## src/common/gtiaPkg.sv

```systemverilog
//**************************************************
// GTIA shared types, ANTIC codes and register map
//**************************************************
package gtiaPkg;

  typedef logic [7:0] colorT;
  typedef logic [7:0] hposT;
  typedef logic [2:0] anCodeT;
  typedef logic [4:0] regAddrT;
  // 00 and 10 are 1x, 01 is 2x, 11 is 4x
  typedef logic [1:0] sizeT;

  // ANTIC playfield codes
  localparam anCodeT anBackground = 3'b000;
  localparam anCodeT anVsync      = 3'b001;
  localparam anCodeT anHsync      = 3'b010;
  localparam anCodeT anBlank      = 3'b011;
  localparam anCodeT anPf0        = 3'b100;
  localparam anCodeT anPf1        = 3'b101;
  localparam anCodeT anPf2        = 3'b110;
  localparam anCodeT anPf3        = 3'b111;

  // Write map
  localparam regAddrT addrHposP0 = 5'h00;
  localparam regAddrT addrHposP1 = 5'h01;
  localparam regAddrT addrHposP2 = 5'h02;
  localparam regAddrT addrHposP3 = 5'h03;
  localparam regAddrT addrHposM0 = 5'h04;
  localparam regAddrT addrHposM1 = 5'h05;
  localparam regAddrT addrHposM2 = 5'h06;
  localparam regAddrT addrHposM3 = 5'h07;
  localparam regAddrT addrSizeP0 = 5'h08;
  localparam regAddrT addrSizeP1 = 5'h09;
  localparam regAddrT addrSizeP2 = 5'h0A;
  localparam regAddrT addrSizeP3 = 5'h0B;
  localparam regAddrT addrSizeM  = 5'h0C;
  localparam regAddrT addrGrafP0 = 5'h0D;
  localparam regAddrT addrGrafP1 = 5'h0E;
  localparam regAddrT addrGrafP2 = 5'h0F;
  localparam regAddrT addrGrafP3 = 5'h10;
  localparam regAddrT addrGrafM  = 5'h11;
  localparam regAddrT addrColPm0 = 5'h12;
  localparam regAddrT addrColPm1 = 5'h13;
  localparam regAddrT addrColPm2 = 5'h14;
  localparam regAddrT addrColPm3 = 5'h15;
  localparam regAddrT addrColPf0 = 5'h16;
  localparam regAddrT addrColPf1 = 5'h17;
  localparam regAddrT addrColPf2 = 5'h18;
  localparam regAddrT addrColPf3 = 5'h19;
  localparam regAddrT addrColBk  = 5'h1A;
  localparam regAddrT addrPrior  = 5'h1B;
  localparam regAddrT addrHitClr = 5'h1E;

  // Read map, collision groups of four
  localparam regAddrT addrM0Pf   = 5'h00;
  localparam regAddrT addrP0Pf   = 5'h04;
  localparam regAddrT addrM0Pl   = 5'h08;
  localparam regAddrT addrP0Pl   = 5'h0C;
  localparam regAddrT addrTrig0  = 5'h10;
  localparam regAddrT addrTrig1  = 5'h11;
  localparam regAddrT addrTrig2  = 5'h12;
  localparam regAddrT addrTrig3  = 5'h13;
  localparam regAddrT addrConsol = 5'h1F;

endpackage

```

## src/logic/gtiaTiming.sv

```systemverilog
//**************************************************
// GTIA timing: phi2 divider, horizontal counter and sync
//**************************************************
`timescale 1ns/100ps

module gtiaTiming #(
  parameter int divBits = 2
) (
  input  logic            Fphi0,
  input  logic            resetN,
  input  gtiaPkg::anCodeT anCode,
  output logic            phi2,
  output gtiaPkg::hposT   hpos,
  output gtiaPkg::anCodeT anDelayed,
  output logic            cSync
);
  import gtiaPkg::*;

  logic [divBits-1:0] divCnt;

  // Free running divider, top bit is phi2
  always_ff @(posedge Fphi0 or negedge resetN) begin
    if (!resetN) begin
      divCnt <= '0;
    end else begin
      divCnt <= divCnt + divBits'(1);
    end
  end

  assign phi2 = divCnt[divBits-1];

  always_ff @(posedge Fphi0 or negedge resetN) begin
    if (!resetN) begin
      anDelayed <= anBackground;
      cSync     <= 1'b0;
      hpos      <= '0;
    end else begin
      anDelayed <= anCode;
      cSync     <= (anCode == anHsync) || (anCode == anVsync);
      // Restart one cycle after the hsync code was sampled
      if (anDelayed == anHsync) begin
        hpos <= '0;
      end else begin
        hpos <= hpos + hposT'(1);
      end
    end
  end

  hposRestart: assert property (
    @(posedge Fphi0) disable iff (!resetN)
    (anCode == anHsync) |-> ##2 (hpos == '0)
  );

endmodule

```

## src/logic/gtiaRegs.sv

```systemverilog
//**************************************************
// GTIA CPU register file and read-back mux
//**************************************************
`timescale 1ns/100ps

module gtiaRegs (
  input  logic             Fphi0,
  input  logic             resetN,
  input  gtiaPkg::regAddrT address,
  input  logic [7:0]       dataIn,
  input  logic             chipSel,
  input  logic             readNotWrite,
  input  logic [3:0]       trigger,
  input  logic [3:0]       consoleSwitch,
  input  logic [3:0]       mPf [4],
  input  logic [3:0]       pPf [4],
  input  logic [3:0]       mPl [4],
  input  logic [3:0]       pPl [4],
  output logic [7:0]       dataOut,
  output gtiaPkg::hposT    hposP [4],
  output gtiaPkg::hposT    hposM [4],
  output gtiaPkg::sizeT    sizeP [4],
  output gtiaPkg::sizeT    sizeM [4],
  output logic [7:0]       grafP [4],
  output logic [1:0]       grafM [4],
  output gtiaPkg::colorT   colPm [4],
  output gtiaPkg::colorT   colPf [4],
  output gtiaPkg::colorT   colBk,
  output logic [7:0]       prior,
  output logic             hitClr
);
  import gtiaPkg::*;

  logic       wrEn;
  logic       hitWr;
  logic [7:0] sizeMReg;
  logic [7:0] grafMReg;
  logic [7:0] rdData;

  assign wrEn  = chipSel && !readNotWrite;
  assign hitWr = wrEn && (address == addrHitClr);

  always_ff @(posedge Fphi0 or negedge resetN) begin
    if (!resetN) begin
      for (int n = 0; n < 4; n++) begin
        hposP[n] <= '0;
        hposM[n] <= '0;
        sizeP[n] <= '0;
        grafP[n] <= '0;
        colPm[n] <= '0;
        colPf[n] <= '0;
      end
      sizeMReg <= '0;
      grafMReg <= '0;
      colBk    <= '0;
      prior    <= '0;
    end else if (wrEn) begin
      // Groups of four, not all aligned to the address bits
      for (int n = 0; n < 4; n++) begin
        if (address == addrHposP0 + regAddrT'(n)) hposP[n] <= dataIn;
        if (address == addrHposM0 + regAddrT'(n)) hposM[n] <= dataIn;
        if (address == addrSizeP0 + regAddrT'(n)) sizeP[n] <= dataIn[1:0];
        if (address == addrGrafP0 + regAddrT'(n)) grafP[n] <= dataIn;
        if (address == addrColPm0 + regAddrT'(n)) colPm[n] <= dataIn;
        if (address == addrColPf0 + regAddrT'(n)) colPf[n] <= dataIn;
      end
      case (address)
        addrSizeM: sizeMReg <= dataIn;
        addrGrafM: grafMReg <= dataIn;
        addrColBk: colBk    <= dataIn;
        addrPrior: prior    <= dataIn;
        default:   ;
      endcase
    end
  end

  // Single cycle pulse towards collision logic
  always_ff @(posedge Fphi0 or negedge resetN) begin
    if (!resetN) begin
      hitClr <= 1'b0;
    end else begin
      hitClr <= hitWr;
    end
  end

  // Two bits per missile, M0 in the low bits
  for (genvar n = 0; n < 4; n++) begin : gMissile
    assign sizeM[n] = sizeMReg[2*n +: 2];
    assign grafM[n] = grafMReg[2*n +: 2];
  end

  always_comb begin
    rdData = '0;
    case (address[4:2])
      addrM0Pf[4:2]:  rdData = {4'b0, mPf[address[1:0]]};
      addrP0Pf[4:2]:  rdData = {4'b0, pPf[address[1:0]]};
      addrM0Pl[4:2]:  rdData = {4'b0, mPl[address[1:0]]};
      addrP0Pl[4:2]:  rdData = {4'b0, pPl[address[1:0]]};
      addrTrig0[4:2]: rdData = {7'b0, trigger[address[1:0]]};
      default: begin
        // PAL and unused addresses read zero
        if (address == addrConsol) rdData = {4'b0, consoleSwitch};
      end
    endcase
  end

  assign dataOut = (chipSel && readNotWrite) ? rdData : '0;

endmodule

```

## src/playerMissile/pmGraphics.sv

```systemverilog
//**************************************************
// Player or missile object, position match and shifter
//**************************************************
`timescale 1ns/100ps

module pmGraphics #(
  parameter int objWidth = 8
) (
  input  logic                Fphi0,
  input  logic                resetN,
  input  gtiaPkg::hposT       hpos,
  input  gtiaPkg::hposT       position,
  input  gtiaPkg::sizeT       size,
  input  logic [objWidth-1:0] graphics,
  output logic                pixel
);
  import gtiaPkg::*;

  localparam int cntBits = $clog2(objWidth + 1);

  logic                matchQ;
  logic [cntBits-1:0]  bitsLeft;
  logic [1:0]          holdCnt;
  logic [1:0]          lastHold;
  logic [objWidth-1:0] shiftReg;

  // Cycles per bit minus one
  always_comb begin
    case (size)
      2'b01:   lastHold = 2'd1;
      2'b11:   lastHold = 2'd3;
      default: lastHold = 2'd0;
    endcase
  end

  always_ff @(posedge Fphi0 or negedge resetN) begin
    if (!resetN) begin
      matchQ   <= 1'b0;
      bitsLeft <= '0;
      holdCnt  <= '0;
    end else begin
      matchQ <= (hpos == position);
      // A new match restarts even a running object
      if (matchQ) begin
        bitsLeft <= cntBits'(objWidth);
        holdCnt  <= '0;
      end else if (bitsLeft != '0) begin
        if (holdCnt == lastHold) begin
          holdCnt  <= '0;
          bitsLeft <= bitsLeft - cntBits'(1);
        end else begin
          holdCnt <= holdCnt + 2'd1;
        end
      end
    end
  end

  always_ff @(posedge Fphi0) begin
    if (matchQ) begin
      shiftReg <= graphics;
    end else if (bitsLeft != '0 && holdCnt == lastHold) begin
      shiftReg <= shiftReg << 1;
    end
  end

  assign pixel = (bitsLeft != '0) && shiftReg[objWidth-1];

endmodule

```

## src/logic/collisionDetect.sv

```systemverilog
//**************************************************
// Latched object collisions, cleared by HITCLR
//**************************************************
`timescale 1ns/100ps

module collisionDetect (
  input  logic            Fphi0,
  input  logic            resetN,
  input  logic [3:0]      playerPix,
  input  logic [3:0]      missilePix,
  input  gtiaPkg::anCodeT anDelayed,
  input  logic            hitClr,
  output logic [3:0]      mPf [4],
  output logic [3:0]      pPf [4],
  output logic [3:0]      mPl [4],
  output logic [3:0]      pPl [4]
);
  import gtiaPkg::*;

  logic [3:0] pfHit;

  // One-hot playfield index, none for background and sync codes
  always_comb begin
    pfHit = '0;
    if (anDelayed[2]) begin
      pfHit[anDelayed[1:0]] = 1'b1;
    end
  end

  always_ff @(posedge Fphi0 or negedge resetN) begin
    if (!resetN) begin
      for (int n = 0; n < 4; n++) begin
        mPf[n] <= '0;
        pPf[n] <= '0;
        mPl[n] <= '0;
        pPl[n] <= '0;
      end
    end else begin
      for (int n = 0; n < 4; n++) begin
        if (hitClr) begin
          mPf[n] <= '0;
          pPf[n] <= '0;
          mPl[n] <= '0;
          pPl[n] <= '0;
        end else begin
          if (missilePix[n]) mPf[n] <= mPf[n] | pfHit;
          if (playerPix[n])  pPf[n] <= pPf[n] | pfHit;
          if (missilePix[n]) mPl[n] <= mPl[n] | playerPix;
          // Other players only
          if (playerPix[n])  pPl[n] <= pPl[n] | (playerPix & ~(4'b0001 << n));
        end
      end
    end
  end

  for (genvar n = 0; n < 4; n++) begin : gSelf
    noSelfHit: assert property (
      @(posedge Fphi0) disable iff (!resetN) !pPl[n][n]
    );
  end

endmodule

```

## src/logic/priorityMux.sv

```systemverilog
//**************************************************
// Colour priority between objects, playfield and background
//**************************************************
`timescale 1ns/100ps

module priorityMux (
  input  logic            Fphi0,
  input  logic            resetN,
  input  logic [3:0]      playerPix,
  input  logic [3:0]      missilePix,
  input  gtiaPkg::anCodeT anDelayed,
  input  gtiaPkg::colorT  colPm [4],
  input  gtiaPkg::colorT  colPf [4],
  input  gtiaPkg::colorT  colBk,
  input  logic [7:0]      prior,
  output gtiaPkg::colorT  colorOut
);
  import gtiaPkg::*;

  logic  objHit;
  logic  pfActive;
  logic  blanked;
  colorT objColor;
  colorT nextColor;

  // Lowest index wins, so scan downwards
  always_comb begin
    objHit   = 1'b0;
    objColor = '0;
    for (int n = 3; n >= 0; n--) begin
      if (playerPix[n] || missilePix[n]) begin
        objHit   = 1'b1;
        objColor = colPm[n];
      end
    end
  end

  assign pfActive = anDelayed[2];
  assign blanked  = (anDelayed == anVsync) || (anDelayed == anHsync) ||
                    (anDelayed == anBlank);

  always_comb begin
    if (blanked) begin
      nextColor = '0;
    end else if (pfActive && (prior[2] || !objHit)) begin
      nextColor = colPf[anDelayed[1:0]];
    end else if (objHit) begin
      nextColor = objColor;
    end else begin
      nextColor = colBk;
    end
  end

  always_ff @(posedge Fphi0 or negedge resetN) begin
    if (!resetN) begin
      colorOut <= '0;
    end else begin
      colorOut <= nextColor;
    end
  end

  blankBlack: assert property (
    @(posedge Fphi0) disable iff (!resetN)
    (anDelayed == anBlank) |=> (colorOut == '0)
  );

endmodule

```

## src/logic/gtia.sv

```systemverilog
//**************************************************
// GTIA top level, timing, registers, objects and colour
//**************************************************
`timescale 1ns/100ps

module gtia #(
  parameter int divBits = 2
) (
  input  logic             Fphi0,
  input  logic             resetN,
  input  gtiaPkg::regAddrT address,
  input  logic [7:0]       dataIn,
  input  logic             chipSel,
  input  logic             readNotWrite,
  input  gtiaPkg::anCodeT  anCode,
  input  logic [3:0]       trigger,
  input  logic [3:0]       consoleSwitch,
  output logic [7:0]       dataOut,
  output gtiaPkg::colorT   colorOut,
  output logic             cSync,
  output logic             phi2
);
  import gtiaPkg::*;

  localparam int playerBits  = 8;
  localparam int missileBits = 2;

  hposT       hpos;
  anCodeT     anDelayed;
  hposT       hposP [4];
  hposT       hposM [4];
  sizeT       sizeP [4];
  sizeT       sizeM [4];
  logic [7:0] grafP [4];
  logic [1:0] grafM [4];
  colorT      colPm [4];
  colorT      colPf [4];
  colorT      colBk;
  logic [7:0] prior;
  logic       hitClr;
  logic [3:0] playerPix;
  logic [3:0] missilePix;
  logic [3:0] mPf [4];
  logic [3:0] pPf [4];
  logic [3:0] mPl [4];
  logic [3:0] pPl [4];

  gtiaTiming #(.divBits(divBits)) i_gtiaTiming (
    .Fphi0, .resetN, .anCode, .phi2, .hpos, .anDelayed, .cSync
  );

  gtiaRegs i_gtiaRegs (
    .Fphi0, .resetN, .address, .dataIn, .chipSel, .readNotWrite,
    .trigger, .consoleSwitch, .mPf, .pPf, .mPl, .pPl, .dataOut,
    .hposP, .hposM, .sizeP, .sizeM, .grafP, .grafM,
    .colPm, .colPf, .colBk, .prior, .hitClr
  );

  for (genvar n = 0; n < 4; n++) begin : gObj
    pmGraphics #(.objWidth(playerBits)) i_player (
      .Fphi0, .resetN, .hpos, .position(hposP[n]), .size(sizeP[n]),
      .graphics(grafP[n]), .pixel(playerPix[n])
    );

    pmGraphics #(.objWidth(missileBits)) i_missile (
      .Fphi0, .resetN, .hpos, .position(hposM[n]), .size(sizeM[n]),
      .graphics(grafM[n]), .pixel(missilePix[n])
    );
  end

  collisionDetect i_collisionDetect (
    .Fphi0, .resetN, .playerPix, .missilePix, .anDelayed, .hitClr,
    .mPf, .pPf, .mPl, .pPl
  );

  priorityMux i_priorityMux (
    .Fphi0, .resetN, .playerPix, .missilePix, .anDelayed,
    .colPm, .colPf, .colBk, .prior, .colorOut
  );

endmodule

```

## config.mk

```make
export PLATFORM = sky130hd
export DESIGN_NAME = gtia
export DESIGN_NICKNAME = d
export VERILOG_FILES = /design/src/common/gtiaPkg.sv /design/src/logic/gtiaTiming.sv /design/src/logic/gtiaRegs.sv /design/src/playerMissile/pmGraphics.sv /design/src/logic/collisionDetect.sv /design/src/logic/priorityMux.sv /design/src/logic/gtia.sv
export SDC_FILE = /design/constraint.sdc
export NUM_CORES = 1
export LEC_CHECK = 0
export BUFFER_PORTS_ARGS = -buffer_cell sky130_fd_sc_hd__buf_2
export CORE_UTILIZATION = 40
export CTS_BUF_LIST = sky130_fd_sc_hd__clkbuf_8 sky130_fd_sc_hd__clkbuf_16
export CTS_CLUSTER_DIAMETER = 60
export DETAILED_ROUTE_END_ITERATION = 10
export PLACE_DENSITY = 0.52
export RECOVER_POWER = 25
export SKIP_CTS_REPAIR_TIMING = 1
export SLEW_MARGIN = 30
export SYNTH_ARGS = -nofsm -noshare
export SYNTH_HDL_FRONTEND = slang
export SYNTH_SLANG_ARGS = --single-unit
```

## constraint.sdc

```tcl
create_clock -name Fphi0 -period 3.93 [get_ports Fphi0]
set_input_delay 0.5895 -clock Fphi0 [delete_from_list [all_inputs] [get_ports Fphi0]]
set_output_delay 0.5895 -clock Fphi0 [all_outputs]
set_load 0.01 [all_outputs]
```

==> flow_summary.json, run 1 <==
{
  "status": "complete, but fails checks",
  "violations": "capacitance limit, slew limit",
  "max_clock_freq_mhz": 324.0,
  "routed_wl_mm": 38.49,
  "grt_pass1_vias": 10170,
  "initial_core_util_pct": 40.85,
  "tightest_slew_ns": 1.973,
  "grt_overflow_total": 0,
  "gr-usage-all-layers_pct": 19.35,
  "maxSlewViolCount": 73,
  "grt_first_pass_wirelength_mm": 61.51,
  "slowest_stage": "mux4_2",
  "layoutNonFillerInstCount": 1897,
  "cp_data_arrival_time_ns": 2.50,
  "rsz0062_at_grt": "false",
  "area_growth_pct": 12.06,
  "grt_antenna_before_repair": 0,
  "power.leakage_uw": 0.008009,
  "dpl.hpwl_mm": 23.88,
  "io_pins": 46,
  "cts_buffers": 41,
  "relSlewSlack_pct": -31.53,
  "nets": 1382,
  "hold_class": "input pin to register",
  "skew_ns": 0.01858,
  "die_h_um": 204.4,
  "ff2ff_path_depth": 8,
  "whs_ns": 0.1853,
  "preCtsSetupSlack_ns": 0.8977,
  "crit_fanout": 30,
  "cts_tree": "built",
  "cts-root-buf": "clkbuf_16",
  "grt_max_degree": 74,
  "die_w_um": 204.4,
  "cp_num_buf_inv": 2,
  "cp_num_cells": 7,
  "critPathTopFamily": "multiplexers",
  "drt_pass1_iterations": 4,
  "post-route-period-util_pct": 78.52,
  "vdd_drop_max_v": 0.0003746,
  "critPathMaxStageDelay_ns": 0.58,
  "path_cells": "buf_2 -> mux4_2 -> mux2i_1 -> nor2_1 -> a211oi_1 -> a211oi_1 -> buf_2",
  "hold_viol_final": 0,
  "dieArea_sq_mm": 0.04177,
  "yosys.cell_types.count": 50,
  "r2r_start": "gObj[2].i_player.bitsLeft[0]",
  "netlist_top_cells_count": "dfrtp_1 (324), mux2_2 (230), nor2_1 (142), a21oi_1 (103), xnor2_1 (71)",
  "maxCapViolCount": 1,
  "r2r_end": "i_priorityMux.colorOut[7]",
  "rrSetupSlack_ns": 1.11,
  "drc_errors": 0,
  "dr_wl_met3_mm": 1.418,
  "async_flop_share_pct": 89.01,
  "core_sq_mm": 0.04010,
  "ant_nets": 0,
  "fin_crit_ns": 3.086,
  "crit_type": "input pin to primary output",
  "worstSetupStartpoint": "address[1]",
  "required_ns": 3.34,
  "setup_violations": 0,
  "routed-wl-met2_mm": 17.39,
  "synth_area_leaders": "dfrtp_1 (49%), mux2_2 (16%), edfxtp_1 (7.3%), xnor2_1 (3.8%), nor2_1 (3.3%)",
  "synth.largest_area_cell": "dfrtp_1",
  "cts-htree-levels": 2,
  "cts_buffer_depth": 3,
  "drtIter0Drc": 610,
  "dr.max_layer_used": "met4",
  "fin_tns_setup_ns": 0,
  "syn_area_per_cell_sq_um": 12.42,
  "clk_pin_slew_worst_paths_ns": 0.06,
  "cts.sinks": 364,
  "diodes": 0,
  "wl_per_cell_um": 20.29,
  "ys_seq_area_share_pct": 56.83,
  "wl_met1_mm": 18.97,
  "dr_total_vias": 10010,
  "place_congestion": 0.7712,
  "synth-seq-cells": 364,
  "port_buffers": 41,
  "endpoint": "dataOut[0]",
  "yosysMostFrequentCell": "dfrtp_1",
  "crit_path_end_kind": "primary output",
  "setup_ws_ns": 0.8440,
  "synth-main-ff-cell": "dfrtp_1",
  "clk_latency_ns": 0.54,
  "syn_area_sq_mm": 0.01638,
  "synth_warnings": 0,
  "power_density_mw_per_mm2": 693.1,
  "syn_inst": 1319,
  "place_inst": 1823,
  "vias_per_cell": 5.277,
  "rows": 73,
  "cp-start-kind": "input pin",
  "synth_top_area_share_pct": 49.50,
  "drive_gt1_share_pct": 28.43,
  "synth_edf_count": 40
}
-- how the worst min path moves through the flow --
stage / slack (ns) / cells after the start / startpoint / to
2_1_floorplan: 0.29 / 0 / resetN / gObj[0].i_missile.bitsLeft[0]
3_3_place_gp: 0.43 / 1 / i_gtiaTiming.divCnt[0] / i_gtiaTiming.divCnt[0]
3_5_place_dp: 0.43 / 1 / i_gtiaTiming.divCnt[0] / i_gtiaTiming.divCnt[0]
4_1_cts: 0.05 / 1 / resetN / gObj[2].i_player.bitsLeft[0]
5_1_grt: 0.17 / 1 / anCode[2] / i_gtiaTiming.anDelayed[2]
6_report: 0.19 / 1 / anCode[2] / i_gtiaTiming.anDelayed[2]
-- area by class of cell --
| class | instances | area [sq um] |
|---|---|---|
| clock buffers | 50 | 1150 |
| clock inverters | 24 | 195.2 |
| fillers | 3679 | 21740 |
| inverters | 29 | 108.9 |
| multi-input cells | 849 | 6620 |
| flip-flops and latches | 364 | 9309 |
| well taps | 525 | 656.9 |
| repair buffers | 56 | 316.6 |
-- worst register-to-register path, stage by stage, from the launching register on --
cell      delay [ns]
dfrtp_1         0.40
inv_1           0.09
ha_1            0.15
or3b_1          0.46
a21o_1          0.36
nor4_4          0.63
o21ai_2         0.31
nor2_1          0.20
a211oi_1        0.07
-- metal layers --
layer / vias up / global-route usage (%)
li1: 4645 / -
met1: 5144 / 28.22
met2: 162 / 30.00
met3: 59 / 3.029
met4: 0 / 4.904
met5: - / 0
-- logic make-up (layout without fill, tap and decap cells) --
family | after synthesis | in the layout | synth area share (%)
multiplexers | 256 | 256 | 19.16
AND/OR/NAND/NOR | 309 | 309 | 9.258
buffers and inverters | 109 | 159 | 2.857
AO/OA/AOI/OAI | 178 | 178 | 6.126
XOR/XNOR | 89 | 89 | 4.759
adder cells (fa/ha/maj) | 13 | 13 | 0.9930
other | 1 | 4 | 0.02289
flip-flops | 364 | 364 | 56.83
-- through the flow --
stage	instance area, sq um	utilization, %	total power (uW)
floorplan	16390	-	8057
global placement	17040	42.50	8942
detailed placement	17050	42.52	9019
CTS	18390	45.87	12890
global route	18360	45.78	13580
finish	18360	45.78	12720
-- power breakdown --
part           internal [uW]  leakage (uW)  switching (uW)
logic                   1480       0.00282            1750
clock network           2270      0.000713            1540
registers               4940       0.00448             743
-- layout by cell type, fill, tap and decap left out, types with 10 or more instances in the layout --
cell,count
dfrtp_1,324
mux2_2,230
nor2_1,142
a21oi_1,103
xnor2_1,71
inv_1,41
clkbuf_16,41
edfxtp_1,40
buf_2,37
o21ai_0,35
nand2_1,33
mux4_2,23
nand4_1,23
nand3_1,18
xor2_1,18
nor3_1,14
ha_1,13
nor2b_1,12
and2_1,11
buf_4,11
a211oi_1,10
nor2_2,10
-- registers in the layout (all words and copies together) (netlist names), 12 cells and up --
register                flops
gObj.i_player.bitsLeft     16
i_collisionDetect.pPf      16
i_gtiaRegs.hposP           32
i_gtiaRegs.grafP           32
i_gtiaRegs.colPm           32
i_collisionDetect.pPl      12
i_collisionDetect.mPf      16
i_gtiaRegs.colPf           32
gObj.i_player.shiftReg     32
i_gtiaRegs.hposM           32
i_collisionDetect.mPl      16
Note: power is estimated with default switching activity, not from simulation.
==> run 2, diff against run 1 <==
clock period = 3.05 ns   (was 3.93 ns; I/O delays follow)
==> run 2 against run 1 <==
Effect of this change: the flow still finishes with violations (capacitance limit, slew limit); cell count rose by 1.4%; via count rose by 0.62%; total power rose by 31%; routed wire length fell by 0.11%; worst setup slack got worse by 0.48 ns; sequential share of layout area fell by 0.83 points; highest routed layer unchanged.
==> flow_summary.json, run 2 (synthesis gave the netlist of run 1 again) <==
{
  "layout_commonest_cell": "dfrtp_1",
  "hold_viol_final": 0,
  "dpl.hpwl_mm": 24.18,
  "cts_buffers": 43,
  "die_w_um": 204.4,
  "final_cell_mix": "dfrtp_1 (324), mux2_2 (230), nor2_1 (142)",
  "skew_ns": 0.02825,
  "port_buffers": 41,
  "cp_data_arrival_time_ns": 2.23,
  "whs_ns": 0.04510,
  "rsz0062_at_grt": "false",
  "grt_max_degree": 72,
  "fin_crit_ns": 2.685,
  "nets": 1408,
  "grt_pass1_vias": 10260,
  "wl_per_cell_um": 19.99,
  "cts-htree-levels": 2,
  "clk_latency_ns": 0.56,
  "max_clock_freq_mhz": 372.4,
  "tightest_slew_ns": 2.045,
  "core_sq_mm": 0.04010,
  "grt_antenna_before_repair": 0,
  "dr_total_vias": 10070,
  "gr-usage-all-layers_pct": 19.37,
  "cts-root-buf": "clkbuf_16",
  "cts.sinks": 364,
  "crit_fanout": 23,
  "routed_wl_mm": 38.44,
  "post-route-period-util_pct": 88.04,
  "power_density_mw_per_mm2": 894.0,
  "relSlewSlack_pct": -36.37,
  "setup_violations": 0,
  "cts_tree": "built",
  "place_congestion": 0.7872,
  "required_ns": 2.59,
  "power.leakage_uw": 0.008176,
  "fin_tns_setup_ns": 0,
  "fin_area_sq_mm": 0.01866,
  "finalPower_uw": 16680,
  "grt_overflow_total": 0,
  "vias_per_cell": 5.238,
  "area_growth_pct": 13.92,
  "cts_buffer_depth": 3,
  "dieArea_sq_mm": 0.04177,
  "drtIter0Drc": 497,
  "grt_first_pass_wirelength_mm": 61.27,
  "maxSlewViolCount": 67,
  "hold_class": "input pin to register",
  "diodes": 0,
  "ant_nets": 0,
  "crit_path_end_kind": "primary output",
  "violations": "capacitance limit, slew limit",
  "rows": 73,
  "vdd_drop_max_v": 0.0006106,
  "die_h_um": 204.4,
  "maxCapViolCount": 1,
  "initial_core_util_pct": 40.85,
  "place_area_sq_mm": 0.01723,
  "crit_type": "input pin to primary output",
  "io_pins": 46,
  "clk_pin_slew_worst_paths_ns": 0.06,
  "cp-start-kind": "input pin",
  "status": "complete, but fails checks",
  "drive_gt1_share_pct": 29.54,
  "drc_errors": 0,
  "drt_pass1_iterations": 4
}
## run 2: cell count changes in the layout (fill, tap and decap cells not counted), moves of 2 or more
| cell | previous run | this run |
|---|---|---|
| clkbuf_1 | 5 | 3 |
| dlygate4sd3_1 | 0 | 3 |
| buf_4 | 11 | 29 |
| buf_12 | 1 | 4 |
| clkinv_2 | 5 | 2 |
| and2_1 | 11 | 7 |
| clkbuf_16 | 41 | 45 |
| and2_0 | 1 | 5 |
| clkbuf_2 | 2 | 4 |
## run 2: cell type report
| cell class | count | area [sq um] |
|---|---|---|
| fillers | 3643 | 21440 |
| well taps | 525 | 656.9 |
| clock buffers | 53 | 1236 |
| repair buffers | 80 | 544.3 |
| inverters | 29 | 108.9 |
| multi-input cells | 849 | 6615 |
| clock inverters | 23 | 191.4 |
| flip-flops and latches | 364 | 9309 |
## run 2: metrics by stage
step / utilization [%] / std cells / worst slack, ns
3_5_place_dp: 42.96 / 1844 / 0.3592
5_1_grt: 46.54 / 1923 / 0.2172
3_3_place_gp: 42.96 / 1844 / 0.3707
4_1_cts: 46.52 / 1920 / 0.3560
6_report: 46.54 / 1923 / 0.3648
2_1_floorplan: - / 1322 / 0.7100
## run 2: final timing paths
| check | startpoint | end | slack [ns] | cells after the start |
|---|---|---|---|---|
| min in group asynchronous | resetN | i_gtiaRegs.grafP[10] | 1.06 | 2 |
| setup reg to reg | gObj[1].i_player.bitsLeft[0] | i_priorityMux.colorOut[3] | 0.56 | 8 |
| hold / removal | anCode[0] | i_gtiaTiming.anDelayed[0] | 0.05 | 1 |
| max in group asynchronous | resetN | i_gtiaRegs.grafP[22] | 0.63 | 3 |
| hold reg to reg | i_gtiaTiming.divCnt[0] | i_gtiaTiming.divCnt[0] | 0.44 | 1 |
| setup / recovery | address[0] | dataOut[3] | 0.36 | 6 |
## run 2: routing by layer
layer  wire length, um  global-route usage (%)  part of all wire, %
met4               714                   5.091                  1.9
met1             18420                   27.48                   48
met2             17850                   30.50                   46
met5                 0                       0                    0
met3              1463                   3.492                  3.8
## run 2: critical path: stages
cell      delay (ns)
buf_2           0.45
mux4_2          0.57
mux4_2          0.46
nand2b_1        0.08
a21oi_1         0.05
buf_2           0.14
## run 2: power by group
group | switching (uW) | total [uW] | internal, uW
Clock | 2010 | 5120 | 3110
Sequential | 973 | 7340 | 6370
Combinational | 2260 | 4220 | 1960
==> run 3, diff against run 2 <==
RECOVER_POWER = 100   (was 25)
TNS_END_PERCENT = 5   (was unset)
==> run 3 against run 2 <==
Effect of this change: the flow still finishes with violations (capacitance limit, slew limit); sequential share of layout area increased by 0.27 points; first-iteration DRC count down 3.6%; total power shrank 0.24%; register-to-register slack worse by 0.17 ns; clock skew decreased by 0.0024 ns; core utilization decreased by 0.25 points; critical path type unchanged.
==> flow_summary.json, run 3 (synthesis gave the netlist of run 1 again) <==
{
  "status": "complete, but fails checks",
  "violations": "capacitance limit, slew limit",
  "core_sq_mm": 0.04010,
  "crit_fanout": 23,
  "dpl.hpwl_mm": 24.18,
  "grt_pass1_vias": 10260,
  "tightest_slew_ns": 2.036,
  "cts_buffer_depth": 3,
  "cp_data_arrival_time_ns": 2.22,
  "cp-start-kind": "input pin",
  "combPwrFrac_pct": 25.1,
  "maxSlewViolCount": 67,
  "cts-root-buf": "clkbuf_16",
  "vias_per_cell": 5.251,
  "pwr-share-seq_pct": 44.1,
  "drtIter0Drc": 479,
  "drive_gt1_share_pct": 26.54,
  "place_inst": 1844,
  "initial_core_util_pct": 40.85,
  "drt_pass1_iterations": 4,
  "io_pins": 46,
  "layoutNonFillerInstCount": 1923,
  "power.leakage_uw": 0.008061,
  "routed_wl_mm": 38.50,
  "final_cell_mix": "dfrtp_1 (324), mux2_2 (230), nor2_1 (150)",
  "p_sw_uw": 5244,
  "ant_nets": 0,
  "layout_commonest_cell": "dfrtp_1",
  "hold_class": "input pin to register",
  "grt_max_degree": 72,
  "rrSetupSlack_ns": 0.39,
  "fin_tns_setup_ns": 0,
  "vdd_drop_max_v": 0.0006128,
  "wl_per_cell_um": 20.02,
  "hold_viol_final": 0,
  "gr-usage-all-layers_pct": 19.37,
  "cts-htree-levels": 2,
  "clk_latency_ns": 0.56,
  "worstSetupStartpoint": "address[0]",
  "required_ns": 2.59,
  "crit_type": "input pin to primary output",
  "dr_total_vias": 10100,
  "worstHoldEndpoint": "i_gtiaTiming.anDelayed[0]",
  "post-route-period-util_pct": 87.81,
  "port_buffers": 41,
  "die_h_um": 204.4,
  "die_w_um": 204.4,
  "grt_overflow_total": 0,
  "r2r_end": "i_priorityMux.colorOut[3]",
  "nets": 1408,
  "clk_pin_slew_worst_paths_ns": 0.06,
  "crit_path_end_kind": "primary output",
  "cts_tree": "built",
  "max_clock_freq_mhz": 373.4,
  "critPathMaxStageDelay_ns": 0.47,
  "maxCapViolCount": 1,
  "power_density_mw_per_mm2": 896.8,
  "ff2ff_path_depth": 8,
  "place_congestion": 0.7872,
  "grt_first_pass_wirelength_mm": 61.27,
  "drc_errors": 0,
  "dieArea_sq_mm": 0.04177,
  "cts_buffers": 43,
  "path_cells": "buf_2 -> clkbuf_1 -> mux4_2 -> mux4_2 -> nand2b_1 -> a21oi_1 -> clkbuf_1",
  "rows": 73,
  "slowest_stage": "mux4_2",
  "min_from": "anCode[0]",
  "power_frac_clock_pct": 30.8,
  "switching_share_pct": 31.50,
  "fin_crit_ns": 2.678,
  "relSlewSlack_pct": -35.75,
  "cts.sinks": 364,
  "rsz0062_at_grt": "false",
  "diodes": 0,
  "area_growth_pct": 13.31,
  "min_path_cells": 1,
  "intPower_uw": 11400,
  "skew_ns": 0.02582,
  "setup_violations": 0,
  "r2r_start": "gObj[3].i_player.bitsLeft[0]",
  "grt_antenna_before_repair": 0
}
-- run 3: cell count changes in the layout (fill, tap and decap cells not counted), sizes merged --
cell / change
buf: -27
clkbuf: +27
-- run 3: through the flow --
stage | setup WS (ns) | power, uW | utilization [%] | area [sq um] | hold slack (ns)
finish | 0.3718 | 16640 | 46.29 | 18560 | 0.04395
global route | 0.1521 | 17710 | 46.29 | 18560 | 0.03010
CTS | 0.3560 | 16910 | 46.52 | 18650 | -0.09854
detailed placement | 0.3592 | 11680 | 42.96 | 17230 | 0.4369
global placement | 0.3707 | 11600 | 42.96 | 17230 | 0.4272
floorplan | 0.7100 | 10380 | - | 16390 | 0.1619
-- run 3: final cells by class --
| cell class | count | area [sq um] |
|---|---|---|
| Tap cell | 525 | 656.9 |
| Multi-Input combinational cell | 849 | 6583 |
| Fill cell | 3655 | 21540 |
| Sequential cell | 364 | 9309 |
| Inverter | 29 | 108.9 |
| Clock inverter | 23 | 191.4 |
| Clock buffer | 53 | 1236 |
| Timing Repair Buffer | 80 | 475.5 |
-- run 3: worst max path at each step --
stage	cells after the start	end	slack, ns
finish	7	dataOut[1]	0.37
global route	8	i_priorityMux.colorOut[3]	0.15
CTS	6	dataOut[1]	0.36
detailed placement	6	dataOut[1]	0.36
global placement	6	dataOut[1]	0.37
floorplan	9	dataOut[0]	0.71
-- run 3: layer usage --
metal | share of wire, % | up-vias | track usage (%)
met5 | 0 | - | 0
met4 | 1.9 | 0 | 5.091
met3 | 3.9 | 48 | 3.492
met2 | 46 | 167 | 30.50
met1 | 48 | 5180 | 27.48
li1 | - | 4703 | -
-- run 3: worst max-delay path: cells and delay by family --
family | cells | cell delay (ns)
and+or+nand+nor | 1 | 0.09
buffers and inverters | 3 | 0.82
muxes | 2 | 0.79
AOI/OAI and AO/OA | 1 | 0.06
-- run 3: power by group through the flow --
stage / logic, uW / registers [uW] / clock network, uW
2_1_floorplan: 3390 / 6990 / 0
3_3_place_gp: 4180 / 7420 / 0
3_5_place_dp: 4250 / 7430 / 0
4_1_cts: 4280 / 7360 / 5270
5_1_grt: 4720 / 7530 / 5460
6_report: 4180 / 7340 / 5130
